$ cat src/serial_link_pkg.sv
/*
  Block geometry and shared types of the receive path.
  HDR_BITS must lie between 1 and BLOCK_SIZE-2, and NUM_BLOCKS must be 2 or more.
*/
`default_nettype none

package serial_link_pkg;

  ////////////////////////////////////////
  // Block geometry
  ////////////////////////////////////////

  // Bits per block, start bit included
  localparam int BLOCK_SIZE = 8;
  // Blocks per received beat
  localparam int NUM_BLOCKS = 4;
  // Header width, also the start bit position inside a block
  localparam int HDR_BITS   = 2;

  ////////////////////////////////////////
  // Types
  ////////////////////////////////////////

  typedef logic [BLOCK_SIZE-1:0] block_t;

  // Block 0 sits in the least significant position
  typedef block_t [NUM_BLOCKS-1:0] beat_t;

  typedef logic [HDR_BITS-1:0] header_t;

  // One start bit less per block
  typedef logic [NUM_BLOCKS*(BLOCK_SIZE-1)-1:0] msg_data_t;

  typedef logic [$clog2(NUM_BLOCKS)-1:0] block_idx_t;

endpackage

`default_nettype wire

$ cat src/msg_if.sv
/*
  One dequeued message with its valid/ready handshake and first-of-beat flag.
  data and first hold still while valid is high and ready is low.
*/
`default_nettype none

interface msg_if;
  import serial_link_pkg::*;

  // Handshake
  logic      valid;
  logic      ready;
  // Payload, start bits already removed
  msg_data_t data;
  // Set on the first message of a loaded beat
  logic      first;

  // Producer side
  modport src (output valid, output data, output first, input ready);

  // Consumer side
  modport dst (input valid, input data, input first, output ready);

  // Passive observer
  modport mon (input valid, input ready, input data, input first);

endinterface

`default_nettype wire

$ cat src/beat_fifo.sv
/*
  Circular beat buffer. FIFO_DEPTH must be a power of two of 2 or more.
  Full plus a read in the same cycle still accepts a write.
*/
`default_nettype none

module beat_fifo #(
  parameter int FIFO_DEPTH = 4
) (
  input  logic                   clk_i,
  input  logic                   rst_n_i,
  // Write side
  input  logic                   in_valid_i,
  output logic                   in_ready_o,
  input  serial_link_pkg::beat_t in_data_i,
  // Read side
  output logic                   out_valid_o,
  input  logic                   out_ready_i,
  output serial_link_pkg::beat_t out_data_o
);
  import serial_link_pkg::*;

  localparam int PTR_W = $clog2(FIFO_DEPTH);
  localparam int CNT_W = $clog2(FIFO_DEPTH + 1);

  beat_t             mem_q [FIFO_DEPTH];
  logic [PTR_W-1:0]  wr_ptr_q;
  logic [PTR_W-1:0]  rd_ptr_q;
  logic [CNT_W-1:0]  count_q;
  logic              full;
  logic              empty;
  logic              push;
  logic              pop;

  assign full  = (count_q == CNT_W'(FIFO_DEPTH));
  assign empty = (count_q == '0);

  // A pending read frees a slot in the same cycle
  assign in_ready_o  = ~full | out_ready_i;
  assign out_valid_o = ~empty;
  assign out_data_o  = mem_q[rd_ptr_q];

  assign push = in_valid_i & in_ready_o;
  assign pop  = out_valid_o & out_ready_i;

  // Pointers wrap on their own with a power of two depth
  always_ff @(posedge clk_i or negedge rst_n_i) begin
    if (!rst_n_i) begin
      wr_ptr_q <= '0;
      rd_ptr_q <= '0;
      count_q  <= '0;
    end else begin
      if (push) begin
        wr_ptr_q <= wr_ptr_q + 1'b1;
      end
      if (pop) begin
        rd_ptr_q <= rd_ptr_q + 1'b1;
      end
      count_q <= count_q + CNT_W'(push) - CNT_W'(pop);
    end
  end

  // Storage
  always_ff @(posedge clk_i) begin
    if (push) begin
      mem_q[wr_ptr_q] <= in_data_i;
    end
  end

  ////////////////////////////////////////
  // Assertions
  ////////////////////////////////////////

  // Write while full lands on the slot that is being read out
  a_no_overflow: assert property (@(posedge clk_i) disable iff (!rst_n_i)
    (full && push) |-> (wr_ptr_q == rd_ptr_q));

  // A read needs a stored beat, pointers apart unless wrapped full
  a_no_underflow: assert property (@(posedge clk_i) disable iff (!rst_n_i)
    pop |-> ((rd_ptr_q != wr_ptr_q) || full));

endmodule

`default_nettype wire

$ cat src/dequeue_shift_register.sv
/*
  Splits a beat into messages at its start bits, one block shift per enabled cycle.
  The block shifted in at the top is always empty, no refill from a later beat.
  Requires 1 <= HDR_BITS <= BLOCK_SIZE-2.
*/
`default_nettype none

module dequeue_shift_register (
  input  logic                   clk_i,
  input  logic                   rst_n_i,
  input  logic                   align_en_i,
  // Beat input
  input  logic                   beat_valid_i,
  output logic                   beat_ready_o,
  input  serial_link_pkg::beat_t beat_data_i,
  // Message output
  msg_if.src                     msg
);
  import serial_link_pkg::*;

  localparam int STRIP_W = BLOCK_SIZE - 1;
  localparam int MSG_W   = $bits(msg_data_t);

  beat_t                               blocks_q;
  beat_t                               blocks_d;
  block_idx_t                          idx_q;
  block_idx_t                          idx_d;
  header_t                             header_q;
  logic                                held_q;
  logic                                first_q;
  logic                                start_bit;
  logic                                load;
  logic                                shift;
  logic                                take;
  logic                                consumed;
  logic [NUM_BLOCKS-1:0][STRIP_W-1:0]  stripped;
  msg_data_t                           stripped_flat;

  ////////////////////////////////////////
  // Control
  ////////////////////////////////////////

  // Start bit of the block at position 0
  assign start_bit = blocks_q[0][HDR_BITS];

  assign msg.valid = held_q & start_bit;
  assign msg.first = msg.valid & first_q;
  assign take      = msg.valid & msg.ready;

  // Last block reached and its message, if any, leaves now
  assign consumed = held_q & (idx_q == block_idx_t'(NUM_BLOCKS - 1))
                  & (~start_bit | msg.ready);

  assign beat_ready_o = consumed | ~held_q;
  assign load         = beat_valid_i & beat_ready_o;

  // Move on past an empty position or a message being taken
  assign shift = held_q & ~load & align_en_i & (~start_bit | msg.ready);

  ////////////////////////////////////////
  // Block register next state
  ////////////////////////////////////////

  always_comb begin
    blocks_d = blocks_q;
    idx_d    = idx_q;
    if (load) begin
      blocks_d = beat_data_i;
      idx_d    = '0;
    end else if (shift) begin
      for (int i = 0; i < NUM_BLOCKS - 1; i++) begin
        blocks_d[i] = blocks_q[i+1];
      end
      // Empty block enters at the top
      blocks_d[NUM_BLOCKS-1] = '0;
      idx_d                  = idx_q + 1'b1;
    end else if (take) begin
      // Taken without a shift, drop the start bit so it is not sent twice
      blocks_d[0][HDR_BITS] = 1'b0;
    end
  end

  // Payload, no reset
  always_ff @(posedge clk_i) begin
    blocks_q <= blocks_d;
    if (load) begin
      header_q <= beat_data_i[0][HDR_BITS-1:0];
    end
  end

  always_ff @(posedge clk_i or negedge rst_n_i) begin
    if (!rst_n_i) begin
      held_q  <= 1'b0;
      first_q <= 1'b0;
      idx_q   <= '0;
    end else begin
      // Beat held until consumed, or replaced in the same cycle
      if (beat_ready_o) begin
        held_q <= beat_valid_i;
      end
      if (load) begin
        first_q <= 1'b1;
      end else if (take) begin
        first_q <= 1'b0;
      end
      idx_q <= idx_d;
    end
  end

  ////////////////////////////////////////
  // Output assembly
  ////////////////////////////////////////

  // Remove the start bit of each block
  for (genvar i = 0; i < NUM_BLOCKS; i++) begin : g_strip
    assign stripped[i] = {blocks_q[i][BLOCK_SIZE-1:HDR_BITS+1], blocks_q[i][HDR_BITS-1:0]};
  end

  assign stripped_flat = stripped;

  // Low bits carry the captured header
  assign msg.data = {stripped_flat[MSG_W-1:HDR_BITS], header_q};

  // Start bit index must fall inside a block
  a_hdr_fits: assert property (@(posedge clk_i) HDR_BITS < BLOCK_SIZE);

  // Pending message holds until taken
  a_msg_stable: assert property (@(posedge clk_i) disable iff (!rst_n_i)
    (msg.valid && !msg.ready) |=> (msg.valid && $stable(msg.data) && $stable(msg.first)));

endmodule

`default_nettype wire

$ cat src/rx_stats.sv
/*
  Message and beat counters, 16 bits each, wrapping.
  A beat is counted once, on its first message, so beats without start bits are not seen.
*/
`default_nettype none

module rx_stats (
  input  logic        clk_i,
  input  logic        rst_n_i,
  // Observed message stream
  msg_if.mon          msg,
  output logic [15:0] msg_count_o,
  output logic [15:0] beat_count_o
);

  logic xfer;

  // Message transfer this cycle
  assign xfer = msg.valid & msg.ready;

  ////////////////////////////////////////
  // Counters
  ////////////////////////////////////////

  always_ff @(posedge clk_i or negedge rst_n_i) begin
    if (!rst_n_i) begin
      msg_count_o  <= '0;
      beat_count_o <= '0;
    end else begin
      if (xfer) begin
        msg_count_o <= msg_count_o + 16'd1;
      end
      // First message stands for its whole beat
      if (xfer && msg.first) begin
        beat_count_o <= beat_count_o + 16'd1;
      end
    end
  end

  // first only rides on a valid message
  a_first_with_valid: assert property (@(posedge clk_i) disable iff (!rst_n_i)
    msg.first |-> msg.valid);

endmodule

`default_nettype wire

$ cat src/serial_link_rx.sv
/*
  Receive-side block dequeue. Beats pass a FIFO, then the shift register splits them
  into messages. Beat-to-message latency varies, msg_valid_o marks each message.
*/
`default_nettype none

module serial_link_rx #(
  parameter int FIFO_DEPTH = 4
) (
  input  logic                       clk_i,
  input  logic                       rst_n_i,
  input  logic                       align_en_i,
  // Beats from the physical layer
  input  logic                       beat_valid_i,
  output logic                       beat_ready_o,
  input  serial_link_pkg::beat_t     beat_data_i,
  // Dequeued messages
  output logic                       msg_valid_o,
  input  logic                       msg_ready_i,
  output serial_link_pkg::msg_data_t msg_data_o,
  output logic                       msg_first_o,
  // Statistics
  output logic [15:0]                msg_count_o,
  output logic [15:0]                beat_count_o
);
  import serial_link_pkg::*;

  // FIFO to shift register
  logic  fifo_valid;
  logic  fifo_ready;
  beat_t fifo_data;

  msg_if u_msg ();

  // Consumer side of the message bus
  assign u_msg.ready = msg_ready_i;
  assign msg_valid_o = u_msg.valid;
  assign msg_data_o  = u_msg.data;
  assign msg_first_o = u_msg.first;

  beat_fifo #(
    .FIFO_DEPTH (FIFO_DEPTH)
  ) u_fifo (
    .clk_i       (clk_i),
    .rst_n_i     (rst_n_i),
    .in_valid_i  (beat_valid_i),
    .in_ready_o  (beat_ready_o),
    .in_data_i   (beat_data_i),
    .out_valid_o (fifo_valid),
    .out_ready_i (fifo_ready),
    .out_data_o  (fifo_data)
  );

  dequeue_shift_register u_dsr (
    .clk_i        (clk_i),
    .rst_n_i      (rst_n_i),
    .align_en_i   (align_en_i),
    .beat_valid_i (fifo_valid),
    .beat_ready_o (fifo_ready),
    .beat_data_i  (fifo_data),
    .msg          (u_msg.src)
  );

  rx_stats u_stats (
    .clk_i        (clk_i),
    .rst_n_i      (rst_n_i),
    .msg          (u_msg.mon),
    .msg_count_o  (msg_count_o),
    .beat_count_o (beat_count_o)
  );

endmodule

`default_nettype wire

$ cat config.mk
export PLATFORM = sky130hd
export DESIGN_NAME = serial_link_rx
export DESIGN_NICKNAME = d
export VERILOG_FILES = /design/src/serial_link_pkg.sv /design/src/msg_if.sv /design/src/beat_fifo.sv /design/src/dequeue_shift_register.sv /design/src/rx_stats.sv /design/src/serial_link_rx.sv
export SDC_FILE = /design/constraint.sdc
export NUM_CORES = 1
export LEC_CHECK = 0
export ABC_AREA = 0
export BUFFER_PORTS_ARGS = -buffer_cell sky130_fd_sc_hd__buf_4
export CAP_MARGIN = 20
export CORE_MARGIN = 2
export CORE_UTILIZATION = 50
export DETAILED_ROUTE_END_ITERATION = 6
export GPL_TIMING_DRIVEN = 0
export PLACE_DENSITY_LB_ADDON = 0.25
export SLEW_MARGIN = 5
export SYNTH_ARGS = -nofsm -noshare
export SYNTH_HDL_FRONTEND = slang
export SYNTH_SLANG_ARGS = --single-unit
$ cat constraint.sdc
create_clock -name clk_i -period 10.37 [get_ports clk_i]
set_input_delay 0.5185 -clock clk_i [delete_from_list [all_inputs] [get_ports clk_i]]
set_output_delay 0.5185 -clock clk_i [all_outputs]
set_load 0.005 [all_outputs]
Word level (Yosys, flattened, before mapping)

Memories as Yosys holds them, arrays and structs flattened.
Index checks and enable logic that the tools add are counted.

Add/sub/neg operators: 7
Equality and inequality tests: 2
Multiplexer cells: 10
Bitwise operators: 18
Reduce and logical (&&, ||, !) cells: 5

Operator list:

| kind                  | number |
|---|---|
| $add 16x1->16 const B | 2 |
| $mux 32               | 1 |
| $mux 29               | 1 |
| $and 1x1->1           | 10 |
| $add 2x1->2 const B   | 3 |
| $mux 2                | 3 |
| $mux 1                | 5 |
| $not 1->1             | 5 |
| $reduce_bool 2->1     | 2 |
| $add 3x1->3           | 1 |
| $eq 3x3->1 const B    | 1 |
| $logic_not 3->1       | 1 |
| $or 1x1->1            | 3 |
| $reduce_bool 3->1     | 1 |
| $sub 3x1->3           | 1 |
| $eq 2x2->1 const B    | 1 |
| $logic_and 1x1->1     | 1 |

Register bits after elaboration: 77
RAM bits: 128
Bits of input ports: 37
Output and inout port bits: 63
Word-level logic and storage cells: 57
Memories kept: 1

Memories:

| name         | depth | width | rd ports | clocked after memory_dff | write ports | line            | source |
|---|---|---|---|---|---|---|---|
| u_fifo.mem_q | 4     | 32    | 1        | 0                        | 1           | beat_fifo.sv:26 | `beat_t mem_q [FIFO_DEPTH];` |

Depth between registers and ports, before layout

Gate-level depths: netlist (run 1).

Depth after elaboration: 11
Mapped depth: 10
Depth with buffers taken out: 9

Modules after synthesis

Synthesis (run 1) repeated with hierarchy kept, for this count alone.

Cell total of the unflattened synthesis: 443
Area total of the unflattened synthesis: 8,257.9 um^2

By module, submodules not included:

| module                 | instances | cells each | area each (um^2) | sequential area each (um^2) |
|---|---|---|---|---|
| beat_fifo              | 1         | 205        | 5,033.6          | 4,018.9 |
| dequeue_shift_register | 1         | 119        | 1,805.5          | 1,061.0 |
| rx_stats               | 1         | 119        | 1,418.9          | 800.8 |

Worst setup path before layout (run 1)

No wires, ideal clock.

Path kind: input to register
From: input msg_ready_i
To: register u_dsr.blocks_q[2] in the netlist's numbering, enable pin
Setup time: 0.301 ns
Data arrival time: 3.174 ns
Required time: 10.069 ns
Path slack: 6.894 ns
Stages on the path: 4
Buffers on the path: 0
Path through: nand2b_1 -> a21boi_4 -> o21ai_0 -> nand2b_1

Cells in the longest elaborated chain, start to end: 9
Elaborated cells between the ends (all ways): 10
Those cells by class: bitwise: 9; reduce/logical: 1

Ends and longest elaborated chain:

| item                                   | line                                                       | source |
|---|---|---|
| start, declared                        | serial_link_rx.sv:19                                       | `input logic msg_ready_i,` |
| $or 1x1->1                             | dequeue_shift_register.sv:52, dequeue_shift_register.sv:58 |  |
| $and 1x1->1                            | dequeue_shift_register.sv:52                               | `& (~start_bit \| msg.ready);` |
| $or 1x1->1                             | dequeue_shift_register.sv:54                               | `assign beat_ready_o = consumed \| ~held_q;` |
| $and 1x1->1                            | dequeue_shift_register.sv:55                               | `assign load = beat_valid_i & beat_ready_o;` |
| $not 1->1                              | dequeue_shift_register.sv:58                               | `assign shift = held_q & ~load & align_en_i & (~start_bit \| msg.ready);` |
| $and 1x1->1 (3 in a row)               | dequeue_shift_register.sv:58                               |  |
| $reduce_bool 3->1 (no source line) (*) | n/a                                                        |  |
| end signal, assigned                   | dequeue_shift_register.sv:85                               | `blocks_q <= blocks_d;` |
| end, declared                          | dequeue_shift_register.sv:24                               | `beat_t blocks_q;` |

Every way passes the cells marked *; elsewhere a longest branch is shown, timed or not.
A chain may end at the register's enable or synchronous reset.

Worst setup path after layout (run 1)

From: register u_fifo.count_q[0]
To: register u_fifo.count_q[2]

Elaborated cells between the ends (all ways): 9
Those cells by class: add/sub: 2; eq/ne: 1; bitwise: 5; reduce/logical: 1

RTL lines:

| item                   | line                         | source |
|---|---|---|
| start, declared        | beat_fifo.sv:29              | `logic [CNT_W-1:0] count_q;` |
| start signal, assigned | beat_fifo.sv:59              | `count_q <= count_q + CNT_W'(push) - CNT_W'(pop);` |
| $logic_not 3->1        | beat_fifo.sv:36              | `assign empty = (count_q == '0);` |
| $not 1->1              | beat_fifo.sv:40              | `assign out_valid_o = ~empty;` |
| $and 1x1->1            | n/a                          |  |
| net u_dsr.load         | dequeue_shift_register.sv:32 | `logic load;` |
| $sub 3x1->3            | beat_fifo.sv:59              |  |

The timed path passes the listed nets, and every way through them passes these cells.

==> results.md, run 1 <==
- The number of global-route vias before repair is 4355.
- The post-route antenna net violation count is 0.
- From left edge to right edge, the die measures 132 µm.
- The portion of synthesized area spent on multiplexers is 12.6%.
- Measured along the y axis, the die boundary spans 132 µm.
- In this run the power density over the cells is 278 mW/mm².
- Summed over all instances, the cell type with the most area after synthesis is sky130_fd_sc_hd__edfxtp_1.
- Of the post-synthesis cell area, the dominant cell type holds 59.1%.
- The count of flip-flops with a built-in enable after synthesis is 160.
- The prevailing post-synth register cell is sky130_fd_sc_hd__edfxtp_1.
- Buffers placed on the I/O ports in this run total 99.
- Clock tree synthesis selected as its root buffer the cell sky130_fd_sc_hd__clkbuf_16.
- Synthesis produced a netlist whose cell count is 436.
- The fraction of met3 tracks used by global routing is 3.24%.
- The wire length of the first global-routing pass is 23400 µm.
- The number of buffers on the longest clock path is 3.
- Clock latency on the worst-skew pair, taken at its later pin, is 500 ps.
- The synthesized netlist devotes 5.44% of its cell area to simple gates.
- The critical path endpoint category is a register.
- After global routing the overflow that remains totals 0.
- Once the floorplan was initialized, standard cells occupied 51.2% of the core.
- The repair_antennas step left the layout with diodes totalling 0.
- The sequential group share of total power is 44.3%.
- Counting flops and latches in the post-synthesis netlist gives 203.
- Of the total synthesized cell area, the portion taken by full adders, half adders and majority gates is 1.63%.
- Global routing consumed, on the met1 layer, 22.7% of the routing resources.
- The mean routed wirelength per cell is 18.3 µm.
- The die covers 0.0173 mm².
- Global routing consumed, over all layers together, 17.1% of the routing resources.
- The number of core rows is 46.
- The number of cells on the worst reg-to-reg path is 9.
- The total wire length after detailed routing is 14600 µm.
- The area of the core region is 0.0159 mm².
- The worst path needs 3060 ps of the cycle, external delays included.
- The fmax is 326 MHz.
- The number of violations of the max-capacitance limit is 0.
- Clock tree synthesis inserted a total of 22 buffers.
- The layer flagged by global routing as most heavily used is met2.
- The worst-case IR drop observed on VDD is 0.000156 V.
- The final layout contains 611 nets.
- Summed over all nets, the half-perimeter wirelength after detailed placement is 9610 µm.
- The cell depth of the worst setup path is 9.
- The number of hold-slack violations in the final timing report is 0.
- After filler insertion, the fill cell instance count of the layout stands at 1172.
- In this run the tightest slew margin relative to its limit is 41.9%.
- Setup repair after global routing left no endpoint under its margin.
- The global-route met2 utilization is 28.7%.
- The synthesized netlist occupies a cell area of 0.00814 mm².
- Relative to the synthesized area, the layout overhead comes to 22.2%.
- The via density per instance is 5.15.
- Cell internal power was estimated by the tool at 2.01 mW.
- The clock network burns 25.7% of the power.
- The xor/xnor share of the synthesized area is 3.88%.
- Together, buffers and inverters on the worst path number 2.
- Summing the areas of all compound-gate instances in the mapped netlist gives 0.538% of the synthesized area.
- The largest family of logic cells by synthesized area is multiplexers.
- The path class of the lowest-slack min-delay path is in -> async.
- Setup slack on the worst reg-to-reg path comes out at 7310 ps.
- The top cell family by delay on the critical path is adder cells.
- The period utilization is 29.5%.
- The design draws 2.77 mW.
- The DRC violations left is 0.
- The proportion of synthesized flip-flops having asynchronous set or reset is 21.2%.
- For this design, the sink count on the clock tree is 203.
- At the worst endpoint, the required time is 10770 ps.
- Clock-pin slew was measured on the worst setup and hold paths at 60 ps.
- The static power due to leakage is 3.83 nW.
- The type of the worst setup path is reg -> reg.
- The TritonCTS clock tree is built.
- The depth of the CTS H-tree is 1.
- Data arrives at the worst endpoint at 3470 ps.
- The final weighted congestion of routability-driven global placement is 0.736.
- Entering global routing, the biggest net connects 44 pins.
- On the worst path, the slowest cell contributes a delay of 720 ps.
- The run finished with clean final reports.
- The cell with the largest stage delay on the worst path is sky130_fd_sc_hd__nor3_1.
- The final number of max-transition violations is 0.
- The initial antenna violation count was 0.
- After clock tree synthesis, the repair step resized 0 gates.
- The part of the total power dissipated in combinational logic is 30.1%.
- After synthesis, the cell types taking the most area are sky130_fd_sc_hd__edfxtp_1 (59%), sky130_fd_sc_hd__dfrtp_1 (13%), sky130_fd_sc_hd__mux4_2 (8.9%).
- The final-report setup violation count is 0.
- The dominant cell by count in the synthesized netlist is sky130_fd_sc_hd__edfxtp_1.
- Of the total power, the share spent switching nets is 27.3%.
- Summing the sequential cell areas from Yosys gives 72.3% of the chip area.
- The actual slew at the worst max-slew pin is 865 ps.
- On the final layout, the worst clock skew is 13.6 ps.
- Sorting the synthesized cells by how often they occur yields sky130_fd_sc_hd__edfxtp_1 (160), sky130_fd_sc_hd__dfrtp_1 (43), sky130_fd_sc_hd__mux4_2 (32).
- The first detailed-routing pass took 4 iterations.
- The net switching power of the design is 0.754 mW.
- The number of DRC markers after the initial detailed-route iteration is 195.
- During synthesis, Yosys emitted a total of 0 warnings.
- When the netlist entered floorplanning its net count stood at 483.
- Walking the worst path, the cells encountered are nor3_1 > nor2_4 > clkbuf_1 > ha_1 > inv_1 > ha_1 > fa_1 > xnor2_1 > xnor2_1.
- The setup TNS after final layout is 0 ps.
- The worst setup path is launched from a register.
- In this run the worst path has a maximum fanout of 12.
- After clock tree synthesis, the flow added hold-fix buffers numbering 0.
- The number of buffers inserted by post-CTS setup repair is 0.
- The routed layout has 4098 vias.
- The number of primary I/O pins is 100.
- In this run the mean area of a mapped cell was 18.7 µm².
- The number of different library cells used by synthesis comes to 33.
- Hold timing on the final database bottoms out at a slack of 16.4 ps.
- In the final layout, the share of cells above drive strength 1 is 39.7%.
[path summary, 6_finish.rpt]
check / start / endpoint
worst max-delay path: u_fifo.count_q[0] / u_fifo.count_q[2]
max in group asynchronous: rst_n_i / u_fifo.count_q[2]
worst max register to register: u_fifo.count_q[0] / u_fifo.count_q[2]
min in group clk_i: beat_data_i[12] / u_fifo.mem_q[3][12]
worst min-delay path: rst_n_i / u_stats.msg_count_o[8]
worst min register to register: u_stats.beat_count_o[15] / u_stats.beat_count_o[15]
[routing by layer]
metal,vias to the layer above,part of all wire (%)
met1,2066,43
met2,104,50
li1,1896,-
met5,-,0
met4,0,2.8
met3,32,4.7
[power groups by stage]
stage	clock (mW)	combinational, mW	sequential, mW
after floorplan	0	0.541	1.22
after global placement	0	0.792	1.24
after detailed placement	0	0.852	1.24
after CTS	0.728	0.855	1.23
after global routing	0.759	0.907	1.25
final	0.710	0.832	1.22
[state kept, by name, indices dropped and copies added (netlist names)]
name                  flops
u_dsr.msg.data           26
u_fifo.count_q            3
u_dsr.held_q              1
u_stats.msg_count_o      16
u_fifo.rd_ptr_q           2
u_dsr.header_q            2
u_fifo.mem_q            128
u_stats.beat_count_o     16
u_dsr.first_q             1
u_dsr.idx_q               2
u_fifo.wr_ptr_q           2
u_dsr.blocks_q            4
[placed cells by master, fill, tap and decap left out, types with 3 or more instances in the layout]
cell type	instances
sky130_fd_sc_hd__edfxtp_1	160
sky130_fd_sc_hd__clkbuf_1	9
sky130_fd_sc_hd__dfrtp_1	43
sky130_fd_sc_hd__buf_12	3
sky130_fd_sc_hd__buf_4	129
sky130_fd_sc_hd__ha_1	9
sky130_fd_sc_hd__and3_1	4
sky130_fd_sc_hd__nand2b_1	3
sky130_fd_sc_hd__xor2_1	10
sky130_fd_sc_hd__clkinv_1	7
sky130_fd_sc_hd__mux2_4	7
sky130_fd_sc_hd__nand2_1	15
sky130_fd_sc_hd__inv_1	10
sky130_fd_sc_hd__and2_1	13
sky130_fd_sc_hd__xnor2_1	26
sky130_fd_sc_hd__nor2_1	10
sky130_fd_sc_hd__and2_2	4
sky130_fd_sc_hd__nand3_1	10
sky130_fd_sc_hd__mux4_2	32
sky130_fd_sc_hd__mux2_2	17
sky130_fd_sc_hd__nand4_1	10
sky130_fd_sc_hd__buf_2	3
sky130_fd_sc_hd__clkbuf_16	22
[stage by stage]
stage                     cells  utilization, %  worst slack, ps  instance area (µm²)
final                       795            62.6             7310                 9940
after floorplan             436               -             6890                 8140
after detailed placement    756            58.4             7240                 9280
after global routing        795            62.6             7090                 9940
after CTS                   795            62.6             7240                 9940
after global placement      751            57.6             5110                 9150
[kinds of logic (layout without fill, tap and decap cells)]
group                    Yosys count  in the layout
multiplexers                      57             57
adder cells (fa/ha/maj)           10             10
flip-flops                       203            203
AO/OA/AOI/OAI                      4              4
buffers and inverters             47            190
AND/OR/NAND/NOR                   79             79
XOR/XNOR                          36             36
[cell type report]
| type | count | area, µm² | area share (%) |
|---|---|---|---|
| sequential | 203 | 5880 | 59.1 |
| multi-input combinational | 186 | 1980 | 19.9 |
| timing repair buffer | 104 | 858 | 8.63 |
| clock buffer | 28 | 573 | 5.76 |
| tap | 216 | 270 | 2.72 |
| buffer | 37 | 255 | 2.57 |
| clock inverter | 11 | 88.8 | 0.894 |
| inverter | 10 | 37.5 | 0.378 |
Power figures use the tool's default switching activity.
==> inputs of run 2 (changes only) <==
Settings changed: ABC_AREA 0 to 1.
Clock period 10.37 ns to 2.77 ns, I/O delays scaled along.
==> results.md, run 2 <==
- The flow ran to the end, and the final reports show no timing, DRC or antenna violations.
- The number of flip-flops and latches in the synthesized netlist is 203.
- The depth of the CTS H-tree is 1.
- The startpoint type of the worst setup path is a register.
- The floorplan has 47 rows.
- The wire-length estimate of the detail-placed layout is 12500 µm.
- The initial antenna violation count was 0.
- The post-synthesis average cell area is 11.2 µm².
- The final number of max-transition violations is 0.
- The biggest area consumer among synthesized cells is sky130_fd_sc_hd__edfxtp_1.
- The top cell type by area accounts for 56.1% of the synthesized area.
- The effective utilization at floorplan is 51.5%.
- The die span in y is 135 µm.
- Leaving out fill and tap cells, the most frequent cells in the layout are sky130_fd_sc_hd__nand2_1 (178), sky130_fd_sc_hd__edfxtp_1 (160), sky130_fd_sc_hd__buf_4 (125).
- The most used flip-flop cell after synthesis is sky130_fd_sc_hd__edfxtp_1.
- Based on the critical path, the design can be clocked at up to 401 MHz.
- The clock input transition at the sequential cells of the worst setup and hold paths is 60 ps.
- The total global routing track utilization is 21.2%.
- The power density over the cells is 1010 mW/mm².
- Before CTS, the worst setup slack after placement is 183 ps.
- The worst register-to-register path has a depth of 9.
- The number of buffers inserted by post-CTS setup repair is 0.
- The yosys synthesis warning count is 0.
- Setup violations remaining at the end of the flow were counted as 0.
- The CTS sink count is 203.
- The detailed router placed 5992 vias in this run.
- Global routing finished with a remaining overflow of 0.
- STA classifies the critical path endpoint as a register.
- The setup TNS after final layout is 0 ps.
- The required time of the worst setup path is 3150 ps.
- Summed over all layers, the routed wires come to 19200 µm.
- Data on the critical path arrives at its endpoint at 2870 ps.
- The number of hold-slack violations in the final timing report was 0.
- The number of nets in the synthesized netlist is 810.
- For this run, asynchronously set or reset flops after synthesis account for 21.2%.
- Counting instances, the worst hold path has a depth of 3.
- By area the synthesized netlist is led by sky130_fd_sc_hd__edfxtp_1 (56%), sky130_fd_sc_hd__dfrtp_1 (13%), sky130_fd_sc_hd__nand2_1 (7.8%).
- The setup slack of the critical path after layout is 277 ps.
- The dominant cell by count in the synthesized netlist is sky130_fd_sc_hd__nand2_1.
- The worst path uses 90.0% of the clock period.
- The critical path is of the reg -> reg type.
- Counting every instance in the synthesized netlist gives 763.
- The largest fanout of any net on the critical path is 7.
- After detailed routing, the number of remaining DRC violations is 0.
- For this run, the detailed router's first-pass iteration total came to 5.
- The most numerous cell type found on the critical path is sky130_fd_sc_hd__ha_1.
- At the later pin of the worst-skew pair, clock insertion delay measures 500 ps.
- For this run, the register share of the synthesized area comes to 68.6%.
- The total of buffers placed on input and output ports is 99.
- The region available for standard cell placement spans 0.0166 mm².
- The cell sitting at the root of the clock tree is a sky130_fd_sc_hd__clkbuf_16.
- The TritonCTS clock tree is built.
- The post-route antenna net violation count is 0.
- The worst-case IR drop observed on VDD is 0.000589 V.
- The min-delay analysis places its worst path in the category in -> reg.
- After detailed routing, the number of vias per cell comes to 5.17.
- The number of global-route vias before repair was 5819.
- The cell with the largest stage delay on the worst path is sky130_fd_sc_hd__dfrtp_1.
- The static power due to leakage is 4.37 nW.
- In this run, CTS created clock tree buffers numbering 22.
- The number of violations of the max-capacitance limit is 0.
- The commonest cells after synthesis are sky130_fd_sc_hd__nand2_1 (179), sky130_fd_sc_hd__edfxtp_1 (160), sky130_fd_sc_hd__nor2_1 (124).
- The count of flip-flops with a built-in enable after synthesis is 160.
- In the final design database the tool counted 971 nets.
- In this run the deepest clock path goes through 3 buffers.
- The largest single stage delay on the critical path is 390 ps.
- The most frequent standard cell in the layout excluding fill and tap cells is sky130_fd_sc_hd__nand2_1.
- In the final routed layout, each cell accounts on average for 16.5 µm.
- The number of buffers and inverters on the critical path is 1.
- Compared with the post-synthesis result, the final layout area differs by 25.8%.
- The distinct cell type count after synthesis is 26.
- The cell depth of the worst setup path is 9.
- The maximum number of pins on one net before global-route repair is 44.
- The antenna diode instance count is 0.
- After layout, the design draws a total of 10.9 mW.
- Walking the worst path, the cells encountered are ha_1 > a21boi_2 > nand3_1 > nand2_1 > inv_1 > ha_1 > fa_1 > xnor2_1 > xor2_1.
- 100 I/O pins were placed.
- Once placement completed, the tool counted placed cells totaling 1086.
- Setup repair after global routing left no endpoint under its margin.
- The wire length of the first global-routing pass is 29800 µm.
- The die is 135 µm wide.
- The number of fill cells in the layout is 1281.
- The overall die area is 0.0182 mm².
- The clock skew is 11.9 ps.
- Routability-driven placement finished with a final weighted congestion of 0.792.
- The number of DRC markers after the initial detailed-route iteration is 375.
- The synthesized cell area is 0.00857 mm².
- Cells fill 64.8% of the core in the end.
- The register with the most flip-flops in the layout has 128 of them.
- At the pin with the least slew margin, the transition time is 793 ps.
- The smallest clock period supported by the final layout is computed as 2490 ps.
- The register bank with the most flops is u_fifo.mem_q.
- The number of standard cells in the layout, taps in and fillers out is 1160.
- The top cell family by delay on the critical path is adder cells.
- The worst slew margin relative to its limit is 47.0%.
- The post-route netlist has 19.7% of its cells at a drive strength greater than 1.
[run 2: final timing paths]
| path | start | end | slack [ps] |
|---|---|---|---|
| setup / recovery | u_dsr.idx_q[0] | u_fifo.count_q[2] | 280 |
| hold / removal | msg_ready_i | u_stats.msg_count_o[0] | 40 |
| setup reg to reg | u_dsr.idx_q[0] | u_fifo.count_q[2] | 280 |
| hold reg to reg | u_fifo.count_q[1] | u_fifo.count_q[2] | 510 |
| max in group asynchronous | rst_n_i | u_stats.msg_count_o[1] | 2200 |
| min in group asynchronous | rst_n_i | u_stats.msg_count_o[8] | 190 |
[run 2: cells by family (layout without fill, tap and decap cells)]
logic type	Yosys count	count (layout)	synth area share (%)
AND/OR/NAND/NOR	330	330	15.5
flip-flops	203	203	68.6
AO/OA/AOI/OAI	110	110	6.89
buffers and inverters	92	269	5.55
XOR/XNOR	18	18	1.84
adder cells (fa/ha/maj)	10	10	1.55
[run 2: layer usage]
layer	part of all wire [%]	track usage, %	up-vias
met1	40	27.3	2842
met5	0	0	-
met4	3.4	7.43	0
met3	6.4	3.04	49
met2	50	36.7	212
li1	-	-	2889
[run 2: stage by stage]
stage | hold WS, ps | area, µm²
final | 43.5 | 10800
after global routing | 57.1 | 10800
after CTS | 28.3 | 10800
after detailed placement | 185 | 9710
after global placement | 175 | 9590
after floorplan | -157 | 8570
[run 2: worst reg2reg max path: stages (launching register included)]
cell and delay (ps):
sky130_fd_sc_hd__dfrtp_1 390, sky130_fd_sc_hd__ha_1 240, sky130_fd_sc_hd__a21boi_2 190, sky130_fd_sc_hd__nand3_1 160
sky130_fd_sc_hd__nand2_1 390, sky130_fd_sc_hd__inv_1 100, sky130_fd_sc_hd__ha_1 230, sky130_fd_sc_hd__fa_1 390
sky130_fd_sc_hd__xnor2_1 150, sky130_fd_sc_hd__xor2_1 140
[run 2: layout make-up]
| class | instances | area [µm²] | area share [%] |
|---|---|---|---|
| clock buffer | 28 | 583 | 5.41 |
| multi-input combinational | 468 | 2250 | 20.8 |
| sequential | 203 | 5880 | 54.6 |
| tap | 220 | 275 | 2.55 |
| clock inverter | 12 | 146 | 1.36 |
| inverter | 40 | 150 | 1.39 |
| buffer | 52 | 325 | 3.02 |
| timing repair buffer | 137 | 1170 | 10.9 |
[run 2: what timing repair did]
item                                    CTS  global route
endpoints found under the setup margin    0             1
resized for setup                         0             1
endpoints found under the hold margin   173             0
hold buffers                             34             0
[run 2: where the power goes]
group	internal [mW]	switching, mW	leakage [nW]
logic	1.36	1.98	1.96
clock network	1.78	1.16	0.352
registers	4.21	0.386	2.05
total	7.35	3.52	4.37
